### src/design/mac_defs.svh
/*
  Width parameters of the MAC slice.
  Include this header in every RTL and testbench file that sizes a
  datapath, an immediate or an opcode field.
*/

`ifndef MAC_DEFS_SVH
`define MAC_DEFS_SVH

// Operand, accumulator and result width
`define MAC_XLEN 32

// Shift immediate of the halfword ops
// Wide enough to shift by any amount below MAC_XLEN
`define MAC_IMM_W 5

// Opcode field width
// Six legal operations, the two spare codes decode as illegal
`define MAC_OP_W 3

`endif

### src/design/mac_pkg.sv
/*
  Shared types of the MAC slice: opcodes and dot-product signedness.
  Import with a wildcard in the module header.
*/

`default_nettype none

`include "mac_defs.svh"

package mac_pkg;

  // Opcodes
  // Codes 6 and 7 have no name and are rejected by the decoder
  typedef enum logic [`MAC_OP_W-1:0] {
    MAC_OP_MAC32 = `MAC_OP_W'(0),
    MAC_OP_MSU32 = `MAC_OP_W'(1),
    MAC_OP_MULI  = `MAC_OP_W'(2),
    MAC_OP_MULIR = `MAC_OP_W'(3),
    MAC_OP_DOT8  = `MAC_OP_W'(4),
    MAC_OP_DOT16 = `MAC_OP_W'(5)
  } mac_op_e;

  // Dot product signedness
  // High bit is operand A, low bit is operand B
  typedef enum logic [1:0] {
    DOT_UU = 2'b00,
    DOT_US = 2'b01,
    DOT_SU = 2'b10,
    DOT_SS = 2'b11
  } dot_sign_e;

endpackage

`default_nettype wire

### src/design/mac_writeback.sv
/*
  Writeback stage of the MAC slice.
  Registers the MAC result on issue and turns issue and illegal into
  one-cycle pulses. The held result doubles as the chained accumulator.
*/

`timescale 1ns/1ps
`default_nettype none

`include "mac_defs.svh"

module mac_writeback
  import mac_pkg::*;
(
  input  logic                 clk,
  input  logic                 arst_n_i,
  input  logic                 issue_i,
  input  logic                 illegal_i,
  input  logic [`MAC_XLEN-1:0] mac_result_i,

  output logic [`MAC_XLEN-1:0] result_o,
  output logic [`MAC_XLEN-1:0] acc_value_o,
  output logic                 valid_o,
  output logic                 illegal_o
);

  logic [`MAC_XLEN-1:0] result_q;
  logic                 valid_q;
  logic                 illegal_q;

  // Status pulses, high for exactly one cycle per request
  always_ff @(posedge clk or negedge arst_n_i)
  begin
    if (!arst_n_i)
    begin
      valid_q   <= 1'b0;
      illegal_q <= 1'b0;
    end
    else
    begin
      valid_q   <= issue_i;
      illegal_q <= illegal_i;
    end
  end

  // Result holds across idle and illegal cycles
  // Cleared so the first chained op starts from zero
  always_ff @(posedge clk or negedge arst_n_i)
  begin
    if (!arst_n_i)
      result_q <= '0;
    else if (issue_i)
      result_q <= mac_result_i;
  end

  assign result_o    = result_q;
  // Same register, back to the decoder
  assign acc_value_o = result_q;
  assign valid_o     = valid_q;
  assign illegal_o   = illegal_q;

endmodule

`default_nettype wire

### config.mk
export PLATFORM = sky130hd
export DESIGN_NAME = mac_writeback
export DESIGN_NICKNAME = d
export VERILOG_FILES = /design/src/design/mac_pkg.sv /design/src/design/mac_writeback.sv
export VERILOG_INCLUDE_DIRS = /design/src /design/src/design
export SDC_FILE = /design/constraint.sdc
export NUM_CORES = 1
export LEC_CHECK = 0
export BUFFER_PORTS_ARGS = -buffer_cell sky130_fd_sc_hd__buf_2
export CAP_MARGIN = 20
export CORE_MARGIN = 2
export CORE_UTILIZATION = 40
export DETAILED_ROUTE_END_ITERATION = 7
export PLACE_DENSITY = 0.76
export SYNTH_ARGS = -nofsm -noshare
export SYNTH_HDL_FRONTEND = slang
export SYNTH_SLANG_ARGS = --single-unit
### constraint.sdc
create_clock -name clk -period 1 [get_ports clk]
set_input_delay 0.15 -clock clk [delete_from_list [all_inputs] [get_ports clk]]
set_output_delay 0.15 -clock clk [all_outputs]
set_load 0.02 [all_outputs]
======== Word-level counts from Yosys, hierarchy flattened ========
Index checks and enable logic that the tools add are counted.
storage, ports and cells
  word-level logic and storage cells ...... 3
  output and inout bits ................... 66
  register bits after elaboration ......... 34
  input port bits ......................... 36

======== Depth between registers and ports, before layout ========
  depth in word-level cells ............... 0
  mapped depth ............................ 3

======== Worst setup path before layout ========
OpenSTA, ideal clock, no wires.
  kind .................................... flip-flop to flip-flop
  start point ............................. register acc_value_o[0] (netlist name)
  end point ............................... register result_q[0] (netlist: acc_value_o[0])
  clock period less this slack ............ 848 ps
  cell stages (with the launch flop) ...... 2
  slack ................................... 152 ps
  arrival ................................. 723 ps
  library setup time ...................... 125 ps
  cells stage by stage .................... dfrtp_1 mux2_4
RTL lines
  item                  RTL line             source
  end signal, assigned  mac_writeback.sv:53  result_q <= mac_result_i;
  end, declared         mac_writeback.sv:27  logic [`MAC_XLEN-1:0] result_q;

======== Worst setup path after layout ========
  start point ............................. register result_q[15] (netlist: acc_value_o[15])
  end point ............................... output port result_o[15]
RTL lines
  item           RTL line             source
  end, declared  mac_writeback.sv:21  output logic [`MAC_XLEN-1:0] result_o,
No word-level cell between the ends.

==> key figures <==
Run status
  • Status: complete, no violations

Global routing
  • Vias in the first global route: 918
  • Largest net degree at the start of global routing: 35
  • First-pass GRT wire length: between 4000 and 5000 um
  • Initial antenna violation count: 0
  • Gr ovfl total: 0
  • Global router's overall resource usage: about an eighth

Critical path
  • Worst setup SP type: register
  • Crit Reg-Reg Startpoint: acc_value_o[13]
  • Worst R2R Path Depth: 2
  • Top cell family by delay on the critical path: flip-flops
  • Worst Path Required: 850 ps
  • FF-to-FF End: acc_value_o[13]
  • CP startpoint: acc_value_o[15]
  • Worst path bufs/invs: 1
  • CP Class: register to primary output
  • Crit path to: result_o[15]
  • Crit path capture type: primary output
  • Slowest cell on the critical path: dfrtp_1
  • FF-to-FF setup slack: 60 ps
  • Worst EP arrival: between 800 and 900 ps
  • Crit-path max cell delay: roughly 420 ps
  • Crit-path cells: buf_6
  • Stages on worst setup path: 1
  • Worst Path Max Fanout: 3

Place
  • I/O Buffers: 101
  • DP Wirelength: 2220 um
  • Placed inst area: 1950 um^2
  • Inst Count DP: 220
  • Gpl congestion: 0.679

Finish
  • Ant diodes: 0
  • Sequential cell area: 851 um^2
  • Fin nets: 233
  • Share of cells above drive strength 1: 81.3%
  • Final Cell Area: around 2400 um^2
  • Fin cells: 248
  • P&R area growth vs syn: 49.4%
  • Layout Utilization: 61.5%
  • Area of the multi-input gates: 473 um^2
  • Most frequent cells in the layout: buf_2, buf_6, dfrtp_1, mux2_4, buf_4
  • Fill cell count: 303
  • Most common cell after layout, fill and taps aside: buf_2

Clock tree
  • Worst-Skew Late Latency: ~270 ps
  • CTS Buf Count: 5
  • Sink Count: 34
  • Clk pin slew, worst setup/hold paths: around 60 ps
  • Root Driver: clkbuf_8
  • CTS tree: yes
  • Longest Clk Path Bufs: 2
  • H-tree levels: 2

Floorplan
  • Core Area: 3970 um^2
  • Die height: 67.9 um
  • DIE AREA: 4620 um^2
  • Row count: 23
  • Die W: 67.9 um
  • IO Count: roughly 100
  • Initial Utilization: 41.2%

Synthesis
  • Combinational family with the most area after synthesis: multiplexers
  • Compound-gate portion of the synthesized area: 0%
  • Top-area cell type share of the netlist area: 52.0%
  • Synth top area cells: dfrtp_1, mux2_4, buf_4, buf_12, mux2_2
  • Post-synthesis cell type count: 6
  • Post-synthesis mux area share: 28.9%
  • Yosys top cell by area: dfrtp_1
  • Yosys warning total: 0
  • Post-Syn Instances: 102
  • Syn_area_per_cell: roughly 16 um^2
  • Post-Synth Adder-Cell Area: 0%
  • Mapped Area: about 1600 um^2
  • Post-synthesis xor/xnor area fraction: 0%
  • Simple-gate share of the synthesized area: 0%
  • Sequential area share after synthesis: a little over half
  • Synth Register Bits: 34
  • Syn Nets: ~140

Power and ir drop
  • Worst VDD drop: between 0.0008 and 0.0009 V
  • Pleak: 1.30 nW
  • Pwr Total: between 0.003 and 0.004 W
  • Sw frac: 29.4%
  • Internal power: 0.00277 W
  • Reg power frac: a little over two fifths
  • Pwr Density: approximately 1600 nW/um^2
  • Clock power frac: 25.5%
  • Comb pwr share: 32.7%
  • P_sw: 0.00116 W

Detailed routing
  • 1st-pass router iterations: 2
  • DR top layer: met4
  • Met2 Wirelength: approximately 1800 um
  • Routed len/inst: between 10 and 15 um
  • Antenna viol nets, final: 0
  • # DRC: 0
  • Via Count: 1,070
  • Metal-1 WL: between 1000 and 1500 um
  • Met3 routed WL: 228 um
  • Total length of routed wires: 3270 um
  • Drt via density: 4.31
  • Initial DRC Count: 33

Timing
  • Count of final hold-check violations: 0
  • Worst-margin pin slew: ~180 ps
  • RSZ-0062 raised after global routing: true
  • Min Tclk post-route: 996 ps
  • Clk_skew: 0 ps
  • Maximum clock rate: 1.00 GHz
  • Period utilisation layout: 99.6%
  • Slew headroom: between 80% and 90%
  • Final count of pins violating max slew: 0
  • Hold_ws: 102 ps
  • Final count of negative-setup-slack endpoints: 0

Flow run
  • Max-Cap Viols: 0

Min path
  • Hold depth: 2
  • Hold crit path type: primary input to register
  • Hold Startpoint: mac_result_i[6]
per-layer routing:
layer  vias to the layer above  track usage [%]
met2                        56             20.0
li1                        493                -
met4                         0             7.50
met5                         -                0
met3                         8             4.11
met1                       513             16.3
how the worst min path moves through the flow:
| stage | end | slack, ps |
|---|---|---|
| after global placement | acc_value_o[29] | 120 |
| after global routing | acc_value_o[16] | 90 |
| after CTS | acc_value_o[14] | 90 |
| final | acc_value_o[6] | 100 |
| after detailed placement | acc_value_o[31] | 130 |
| after floorplan | acc_value_o[0] | -150 |
power groups by stage:
stage	clock [W]	sequential (W)	combinational, W
floorplan	0	0.00180	0.000626
global placement	0	0.00163	0.000980
detailed placement	0	0.00163	0.000991
CTS	0.00105	0.00161	0.00102
global route	0.00111	0.00166	0.00136
finish	0.00100	0.00164	0.00128
stage by stage:
stage | setup TNS (ps) | worst slack (ps)
after floorplan | 0 | 152
after global placement | 0 | 84.6
after detailed placement | 0 | 69.5
after CTS | -62.9 | -8.89
after global routing | -1330 | -36.2
final | 0 | 4.27
cell usage after synthesis:
library cell / instances
mux2_4: 30
buf_4: 32
buf_6: 1
dfrtp_1: 34
buf_12: 3
mux2_2: 2
what timing repair did:
item | 4_1_cts | 5_1_grt
endpoints found under the setup margin | 17 | 64
gates resized for setup | 0 | 79
setup buffers | 4 | 14
hold buffers | 2 | 0
endpoints found under the hold margin | 35 | 0
cell type report:
cell class	count	share of cell area [%]
Clock inverter	1	0.205
Sequential cell	34	34.8
Tap cell	50	2.56
Timing Repair Buffer	124	39.5
Clock buffer	7	3.53
Multi-Input combinational cell	32	19.4
state kept, by name, indices dropped and copies added (netlist names):
signal	cells
acc_value_o	32
illegal_o	1
valid_o	1
cell families (layout without fill, tap and decap cells):
kind of cell	count (synthesis)	count (layout)
multiplexers	32	32
buffers and inverters	36	132
flip-flops	34	34
Note: power is estimated with default switching activity, not from simulation.
