[src/design/mac_defs.svh]
/*
  Width parameters of the MAC slice.
  Include this header in every RTL and testbench file that sizes a
  datapath, an immediate or an opcode field.
*/

`ifndef MAC_DEFS_SVH
`define MAC_DEFS_SVH

// Operand, accumulator and result width
`define MAC_XLEN 32

// Shift immediate of the halfword ops
// Wide enough to shift by any amount below MAC_XLEN
`define MAC_IMM_W 5

// Opcode field width
// Six legal operations, the two spare codes decode as illegal
`define MAC_OP_W 3

`endif

[src/design/mac_pkg.sv]
/*
  Shared types of the MAC slice: opcodes and dot-product signedness.
  Import with a wildcard in the module header.
*/

`default_nettype none

`include "mac_defs.svh"

package mac_pkg;

  // Opcodes
  // Codes 6 and 7 have no name and are rejected by the decoder
  typedef enum logic [`MAC_OP_W-1:0] {
    MAC_OP_MAC32 = `MAC_OP_W'(0),
    MAC_OP_MSU32 = `MAC_OP_W'(1),
    MAC_OP_MULI  = `MAC_OP_W'(2),
    MAC_OP_MULIR = `MAC_OP_W'(3),
    MAC_OP_DOT8  = `MAC_OP_W'(4),
    MAC_OP_DOT16 = `MAC_OP_W'(5)
  } mac_op_e;

  // Dot product signedness
  // High bit is operand A, low bit is operand B
  typedef enum logic [1:0] {
    DOT_UU = 2'b00,
    DOT_US = 2'b01,
    DOT_SU = 2'b10,
    DOT_SS = 2'b11
  } dot_sign_e;

endpackage

`default_nettype wire

[src/design/mac_decoder.sv]
/*
  Opcode decoder of the MAC slice.
  Checks the opcode, picks the accumulator source and steers the operands
  to either the integer/halfword datapath or the dot datapath.
  Purely combinational.
*/

`timescale 1ns/1ps
`default_nettype none

`include "mac_defs.svh"

module mac_decoder
  import mac_pkg::*;
(
  input  logic                  valid_i,
  input  mac_op_e               op_i,
  input  logic                  subword_i,
  input  logic                  signed_i,
  input  dot_sign_e             dot_sign_i,
  input  logic [`MAC_IMM_W-1:0] imm_i,
  input  logic [`MAC_XLEN-1:0]  op_a_i,
  input  logic [`MAC_XLEN-1:0]  op_b_i,
  input  logic [`MAC_XLEN-1:0]  op_c_i,
  input  logic                  use_acc_i,
  input  logic [`MAC_XLEN-1:0]  acc_value_i,

  output mac_op_e               operator_o,
  output logic                  short_subword_o,
  output logic                  short_signed_o,
  output dot_sign_e             dot_signed_o,
  output logic [`MAC_IMM_W-1:0] imm_o,
  output logic [`MAC_XLEN-1:0]  op_a_o,
  output logic [`MAC_XLEN-1:0]  op_b_o,
  output logic [`MAC_XLEN-1:0]  op_c_o,
  output logic [`MAC_XLEN-1:0]  dot_op_a_o,
  output logic [`MAC_XLEN-1:0]  dot_op_b_o,
  output logic [`MAC_XLEN-1:0]  dot_op_c_o,
  output logic                  issue_o,
  output logic                  illegal_o
);

  logic                 op_legal;
  logic                 op_is_dot;
  logic                 int_sel;
  logic                 dot_sel;
  logic [`MAC_XLEN-1:0] acc_src;

  // Legal set and datapath class
  always_comb
  begin
    op_legal  = 1'b1;
    op_is_dot = 1'b0;
    case (op_i)
      MAC_OP_MAC32, MAC_OP_MSU32: op_is_dot = 1'b0;
      MAC_OP_MULI, MAC_OP_MULIR:  op_is_dot = 1'b0;
      MAC_OP_DOT8, MAC_OP_DOT16:  op_is_dot = 1'b1;
      default:                    op_legal  = 1'b0;
    endcase
  end

  assign issue_o   = valid_i & op_legal;
  assign illegal_o = valid_i & ~op_legal;

  // Chained ops take the last written result instead of C
  assign acc_src = use_acc_i ? acc_value_i : op_c_i;

  // Operand isolation
  // Only the datapath of an issued op sees non-zero operands
  assign int_sel = issue_o & ~op_is_dot;
  assign dot_sel = issue_o & op_is_dot;

  assign op_a_o     = int_sel ? op_a_i  : '0;
  assign op_b_o     = int_sel ? op_b_i  : '0;
  assign op_c_o     = int_sel ? acc_src : '0;

  assign dot_op_a_o = dot_sel ? op_a_i  : '0;
  assign dot_op_b_o = dot_sel ? op_b_i  : '0;
  assign dot_op_c_o = dot_sel ? acc_src : '0;

  // Controls go straight to the MAC
  assign operator_o      = op_i;
  assign short_subword_o = subword_i;
  assign short_signed_o  = signed_i;
  assign dot_signed_o    = dot_sign_i;
  assign imm_o           = imm_i;

endmodule

`default_nettype wire

[config.mk]
export PLATFORM = sky130hd
export DESIGN_NAME = mac_decoder
export DESIGN_NICKNAME = d
export VERILOG_FILES = /design/src/design/mac_pkg.sv /design/src/design/mac_decoder.sv
export VERILOG_INCLUDE_DIRS = /design/src /design/src/design
export SDC_FILE = /design/constraint.sdc
export NUM_CORES = 1
export LEC_CHECK = 0
export BUFFER_PORTS_ARGS = -buffer_cell sky130_fd_sc_hd__buf_2
export CORE_AREA = 2 2 137 139
export DETAILED_ROUTE_END_ITERATION = 12
export DIE_AREA = 0 0 139 141
export PLACE_DENSITY = 0.45
export SLEW_MARGIN = 20
export SYNTH_ARGS = -nofsm -noshare
export SYNTH_HDL_FRONTEND = slang
export SYNTH_SLANG_ARGS = --single-unit
[constraint.sdc]
create_clock -name vclk -period 1.95
set_input_delay 0.195 -clock vclk [all_inputs]
set_output_delay 0.195 -clock vclk [all_outputs]
set_load 0.02 [all_outputs]
======== Word-level counts from Yosys, hierarchy flattened ========
Cells that the tools add are included.
word-level totals
  flip-flop bits (word level) ............. 0
  bits of input ports ..................... 142
  word-level logic and storage cells ...... 23
operators by class
  equal/unequal tests ..................... 5
  mux-type cells .......................... 9
  bitwise logic cells ..................... 6
  reduce and logical (&&, ||, !) cells .... 3
operator list
  operator              count
  $mux W32              7
  $eq A3 B2 Y1 const B  2
  $eq A3 B3 Y1 const B  2
  $reduce_or A6 Y1      1
  $and A1 B1 Y1         4
  $eq A3 B1 Y1 const B  1
  $logic_not A3 Y1      1
  $mux W1               2
  $not A1 Y1            2
  $reduce_or A2 Y1      1

======== Depth between registers and ports, before layout ========
Gate-level depths: netlist of the first run.
  depth in word-level cells ............... 6
  depth in mapped cells ................... 4
  gate-level depth less buffers ........... 2

======== Worst setup path after synthesis of the first run ========
Ideal clock, no wire load.
  kind .................................... in2out
  from .................................... input port use_acc_i
  to ...................................... output port op_c_o[10]
  arrival time ............................ 0.954 ns
  required time ........................... 1.755 ns
  path slack .............................. 0.801 ns
  stages .................................. 4
  cells stage by stage .................... buf_2 -> buf_4 -> mux2i_1 -> nor2_1
between the ends
  word-level cells in the longest chain between the ends .. 2
RTL lines
  item                RTL line           source
  start: declaration  mac_decoder.sv:25  input logic use_acc_i,
  $mux W32            mac_decoder.sv:66  assign acc_src = use_acc_i ? acc_value_i : op_c_i;
  $mux W32            mac_decoder.sv:75  assign op_c_o = int_sel ? acc_src : '0;
  end: declaration    mac_decoder.sv:35  output logic [`MAC_XLEN-1:0] op_c_o,
No other way between the ends.

======== Worst setup path in the final report of the first run ========
  from .................................... input port op_i[2]
  to ...................................... output port dot_op_a_o[9]
between the ends
  word-level cells in the longest chain between the ends .. 6
RTL lines
  item                                        RTL line           source
  start: declaration                          mac_decoder.sv:17  input mac_op_e op_i,
  $eq A3 B3 Y1, or another cell as far along  mac_decoder.sv:54  case (op_i)
  $reduce_or A6 Y1 (no line)                  -
  $mux W1                                     mac_decoder.sv:54
  $and A1 B1 Y1                               mac_decoder.sv:62  assign issue_o = valid_i & op_legal;
  $and A1 B1 Y1 (*)                           mac_decoder.sv:71  assign dot_sel = issue_o & op_is_dot;
  $mux W32 (*)                                mac_decoder.sv:77  assign dot_op_a_o = dot_sel ? op_a_i : '0;
  end: declaration                            mac_decoder.sv:36  output logic [`MAC_XLEN-1:0] dot_op_a_o,
Mark *: on every way between the ends. The rest lies on a longest branch, timed or not.

==> summary.md, run 1 <==
| Metric | Value |
|---|---|
| Period utilisation layout | 0.699 |
| Syn. warnings | 0 |
| Vias in the first global route | about 2,400 |
| Initial antenna violation count | 2 |
| Via count | between 2,000 and 3,000 |
| LEAKAGE | ~2.3 nW |
| GR Overflow Total | 0 |
| DR WL met3 | between 800 and 900 um |
| Register area share after synthesis | 0 |
| Area growth syn-to-layout | 107% |
| DRT Pass-1 Iters | 4 |
| Post-Syn Instances | about 270 |
| CP Max Fanout | 64 |
| Crit path DAT | between 1000 and 1500 ps |
| Nets | slightly above 700 |
| CP Capture Type | primary output |
| Chip width | between 100 and 150 um |
| Top layer reached by signal wires | met5 |
| Max Slew Vio Count | 0 |
| Filler cells | 2,077 |
| Via-to-Cell Ratio | 3.45 |
| Syn_nets | a little over 400 |
| # clk buffers | 0 |
| Share of layout cells above drive strength 1 | 0.596 |
| CP Launch Type | input pin |
| Relative slew slack | 0.770 |
| Final Hold Fails | 0 |
| Synth unique cells | 15 |
| # rows | 50 |
| Least-Margin Pin Slew | around 350 ps |
| F_max | between 700 and 800 MHz |
| Mean post-synth cell area | a little over 6 sq um |
| First DRT Iteration DRCs | 60 |
| Final min period | approximately 1400 ps |
| Post-CTS Setup Bufs | 0 |
| Setup Crit Path Kind | in2out |
| Most frequent cells in the layout | buf_2, and2_1, nor2_1 |
| VDD IR max | 0.0875 mV |
| Drt wl/cell | approximately 10 um |
| GRT Overall Usage | 0.0705 |
| PortBufs | about 330 |
| Most common cell after layout, fill and taps aside | buf_2 |
| Die area | approximately 0.020 sq mm |
| First-pass GRT wire length | roughly 12 mm |
| Hold EP | dot_signed_o[0] |
| Largest net degree at the start of global routing | 65 |
| Post-DP HPWL | 7.09 mm |
| Worst Hold Class | in2out |
| RSZ-0062 raised after global routing | no |
| Post-Syn Area | approximately 0.0017 sq mm |
| Number of sequential cells | 0 |
| IO Pins | approximately 350 |
| Hold buffers post-CTS | 0 |
| Post-layout util | 0.188 |
| PD cells | 201 mW/mm^2 |
| Register area | 0 sq um |
| Die Y-Extent | 141 um |
| Final WL | roughly 8 mm |
| Cells on Worst Hold Path | 0 |
| Setup TNS Final | 0 ps |
| Setup violations, final | 0 |
| Residual DRC | 0 |
| Starting Density | 0.0908 |
| CP required | about 1800 ps |
| Max_cap viols | 0 |
| Met2 Wirelength | 4.33 mm |
| Hold Crit Start | dot_sign_i[0] |
| GP Congestion | about 0.73 |
| Post-DRT Antenna Nets | 0 |
| WL met1 | 3.05 mm |
| Post-cts gate resize count | 0 |
| Core Footprint | 0.0183 sq mm |
| Status | finished clean |
## worst max-delay path, cell delays in order
cell and delay [ps]:
buf_2 180, and3b_2 230, buf_12 210, and2_1 160
buf_2 160
## power breakdown
part,switching [mW],internal [mW],total [mW]
clock,0,0.0000000689,0.0000000689
combinational,0.401,0.288,0.690
sequential,0,0,0
total,0.401,0.288,0.690
## Yosys cell counts, drive strengths merged
cell type  count  share of area
a21boi         1         0.0045
and2         128           0.48
and3           1         0.0038
and3b          1         0.0053
buf           28           0.13
clkbuf         8          0.023
mux2i         32           0.19
nand2b         1         0.0038
nand3b         1         0.0045
nor2          64           0.14
nor2b          1         0.0038
## per-layer routing
| metal | global-route usage | vias up |
|---|---|---|
| met2 | 0.146 | 204 |
| met5 | 0 | - |
| li1 | - | 1400 |
| met1 | 0.0756 | 1147 |
| met3 | 0.0149 | 4 |
| met4 | 0.00478 | 2 |
## through the flow
stage                     total power, mW  area (sq um)  instances  hold WS (ps)  setup WS, ps
after floorplan                     0.425          1660        266           503           801
final                               0.690          3430        799           390           586
after global routing                0.747          3430        799           390           519
after CTS                           0.700          3430        798           390           568
after global placement              0.700          3430        798           390           584
after detailed placement            0.698          3430        798           390           571
## worst max path at each step
stage | from | to | slack, ps | cells after the start
final | op_i[2] | dot_op_a_o[9] | 590 | 5
after global routing | op_i[2] | dot_op_b_o[23] | 520 | 5
after CTS | op_i[2] | dot_op_a_o[9] | 570 | 5
after detailed placement | op_i[2] | dot_op_a_o[9] | 570 | 5
after global placement | op_i[2] | dot_op_a_o[9] | 580 | 5
after floorplan | use_acc_i | op_c_o[10] | 800 | 4
## area by class of cell
class / count / area (sq um) / share of cell area
Antenna cell: 1 / 2.50 / 0.000729
Multi-Input combinational cell: 230 / 1410 / 0.412
Timing Repair Buffer: 334 / 1720 / 0.502
Tap cell: 234 / 293 / 0.0853
## kinds of logic (layout without fill, tap and decap cells)
| logic type | after synthesis | in the layout | synth area share |
|---|---|---|---|
| simple gates | 197 | 197 | 0.649 |
| mux | 32 | 32 | 0.193 |
| compound gates | 1 | 1 | 0.00453 |
| other cells | 0 | 1 | 0 |
| buf+inv | 36 | 334 | 0.154 |
Power figures use the tool's default switching activity.
==> run 2: changes to the inputs <==
--- a/config.mk
+++ b/config.mk
@@ -6,11 +6,12 @@
 export SDC_FILE = /design/constraint.sdc
 export NUM_CORES = 1
 export LEC_CHECK = 0
+export ABC_AREA = 1
 export BUFFER_PORTS_ARGS = -buffer_cell sky130_fd_sc_hd__buf_2
-export CORE_AREA = 2 2 137 139
+export CORE_AREA = 2 2 133 135
 export DETAILED_ROUTE_END_ITERATION = 12
-export DIE_AREA = 0 0 139 141
-export PLACE_DENSITY = 0.45
+export DIE_AREA = 0 0 135 137
+export PLACE_DENSITY = 0.49
 export SLEW_MARGIN = 20
 export SYNTH_ARGS = -nofsm -noshare
 export SYNTH_HDL_FRONTEND = slang
==> constraint.sdc (replaced) <==
create_clock -name vclk -period 1.2
set_input_delay 0.12 -clock vclk [all_inputs]
set_output_delay 0.12 -clock vclk [all_outputs]
set_load 0.02 [all_outputs]
==> run 2 against run 1 <==
Effect of this change:
- power is 110% higher
- sequential cell count unchanged
- non-clock buffer count grew 11
- setup slack worse by 530 ps
- hold slack worse by 150 ps
- first-iteration DRC count is the same
- cell count rose by 25%
- sequential share of layout area is the same
- final area grew 10%
- die area decreased by 5.6%
- area after synthesis grew 11%
- critical endpoint is now op_b_o[17]
- largest cell class unchanged
- largest power group unchanged
- highest routed layer is now met4
==> summary.md, run 2 <==
| Metric | Value |
|---|---|
| Delay of the slowest critical-path stage | approximately 240 ps |
| Most frequent cells in the layout | buf_2, nor2_1, inv_1 |
| Share of layout cells above drive strength 1 | 0.452 |
| Post-Syn Area | ~0.0018 sq mm |
| Relative slew slack | 0.843 |
| Most common cell in the netlist | nor2_1 |
| Setup violations, final | 0 |
| First DRT Iteration DRCs | 60 |
| Syn_nets | slightly above 600 |
| Hold buffers post-CTS | 0 |
| Yosys top cell by area | nor2_1 |
| Dpl cells | between 900 and 1,000 |
| Status | finished clean |
| Vias in the first global route | just under 3,000 |
| Synth unique cells | 10 |
| Post-DP HPWL | between 8 and 9 mm |
| Nets | about 900 |
| Chip width | ~140 um |
| Drt wl/cell | ~10 um |
| RSZ-0062 raised after global routing | yes |
| LEAKAGE | 3.07 nW |
| Die Y-Extent | roughly 140 um |
| Period utilisation layout | 0.952 |
| Sequential Power Share | 0 |
| VDD IR max | 0.157 mV |
| CP required | roughly 1100 ps |
| Final WL | 10.4 mm |
| CP startpoint | op_i[2] |
| Sw frac | 0.628 |
| Core Footprint | approximately 0.017 sq mm |
| Post-Syn Instances | approximately 460 |
| GP Congestion | approximately 0.84 |
| Syn. warnings | 0 |
| CP Launch Type | input pin |
| PortBufs | approximately 330 |
| Crit-path cells | buf_2 -> nand2_1 -> nand3_4 -> buf_12 -> nor2_1 -> buf_4 |
| # clk buffers | 0 |
| F_max | 875 MHz |
| IO Pins | roughly 350 |
| P_int | 0.527 mW |
| Filler cells | just over 2,000 |
| Most common cell after layout, fill and taps aside | buf_2 |
| Final Hold Fails | 0 |
| Setup Crit Path Kind | in2out |
| GRT Overall Usage | 0.0964 |
| # rows | between 40 and 50 |
| CP Max Fanout | 54 |
| Clock network power share | 0 |
| NetSw | 0.888 mW |
| Max Slew Vio Count | 0 |
| Final Non-Filler Cells | just under 1,000 |
| Crit path DAT | slightly above 1000 ps |
| Mean post-synth cell area | just under 4 sq um |
| Slowest stage cell, crit path | buf_12 |
| Residual DRC | 0 |
| Largest net degree at the start of global routing | 55 |
| Register area | 0 sq um |
| Least-Margin Pin Slew | 235 ps |
| Combinational share of power | 1.000 |
| Post-DRT Antenna Nets | 0 |
| Hold Crit Start | signed_i |
| Die area | roughly 0.018 sq mm |
| Register area share after synthesis | 0 |
| Area growth syn-to-layout | 106% |
| Max_cap viols | 0 |
| PD cells | 373 mW/mm^2 |
| DRT Pass-1 Iters | 4 |
| Final min period | 1140 ps |
| Number of sequential cells | 0 |
| First-pass GRT wire length | between 10 and 15 mm |
| Starting Density | 0.108 |
| Via count | around 3,500 |
| Antenna Cells | 0 |
| GR Overflow Total | 0 |
| Worst Hold Class | in2out |
| Initial antenna violation count | 0 |
| Worst hold margin | roughly 240 ps |
| Top-area cell type share of the netlist area | 0.393 |
| Synth top cells by count | nor2_1, inv_1, nand2_1 |
| Via-to-Cell Ratio | roughly 3.5 |
| CP Capture Type | primary output |
| Area contributors post-synth | nor2_1, inv_1, nand2_1 |
==> run 2: changes by cell type after synthesis, moves of 2 or more <==
cell,delta
inv_1,+130
nor2_1,+129
and2_1,-128
nand2_1,+98
mux2i_1,-32
buf_2,+9
buf_6,-6
clkbuf_2,-6
buf_4,+4
clkbuf_1,+4
buf_1,-2
==> run 2: final cells by class <==
type                            count  area, sq um  share of cell area
Timing Repair Buffer              345         1890               0.498
Inverter                          131          492               0.130
Multi-Input combinational cell    294         1130               0.299
Tap cell                          225          282              0.0742
==> run 2: kinds of logic after synthesis <==
group / Yosys count / share of synthesized area
AO/OA/AOI/OAI: 1 / 0.00271
buffers and inverters: 170 / 0.397
AND/OR/NAND/NOR: 293 / 0.600
==> run 2: metrics by stage <==
| step | setup slack [ps] | power [mW] | area (sq um) | TNS [ps] | utilization |
|---|---|---|---|---|---|
| floorplan | 163 | 0.854 | 1840 | 0 | - |
| global placement | 65.2 | 1.41 | 3740 | 0 | 0.219 |
| detailed placement | 44.9 | 1.41 | 3740 | 0 | 0.219 |
| CTS | 40.7 | 1.42 | 3740 | 0 | 0.219 |
| global route | -34.2 | 1.56 | 3790 | -317 | 0.222 |
| finish | 57.3 | 1.42 | 3790 | 0 | 0.222 |
==> run 2: routing by layer <==
| metal | vias to the layer above | GRT usage | wire length, um |
|---|---|---|---|
| met2 | 189 | 0.206 | 5600 |
| met1 | 1471 | 0.101 | 3800 |
| met5 | - | 0 | 0 |
| met4 | 0 | 0.00463 | 30 |
| met3 | 4 | 0.0156 | 970 |
| li1 | 1842 | - | - |
==> run 2: worst max-delay path, delay by kind of cell <==
kind                   cells  cell delay, ps
buffers and inverters      3             550
and+or+nand+nor            3             330
==> run 2: power groups by stage <==
stage          clock network (mW)  registers (mW)  logic [mW]
2_1_floorplan                   0               0       0.854
5_1_grt                         0               0        1.56
3_5_place_dp                    0               0        1.41
3_3_place_gp                    0               0        1.41
6_report                        0               0        1.42
4_1_cts                         0               0        1.42
==> run 2: worst paths after layout <==
kind	slack, ps	to	depth (start not counted)
min	240	short_signed_o	0
max	60	op_b_o[17]	6
==> run 2: what timing repair did <==
action | CTS | global route
buffers inserted | 0 | 2
endpoints found under the setup margin | 0 | 42
resized for setup | 0 | 5
endpoints found under the hold margin | 0 | 0
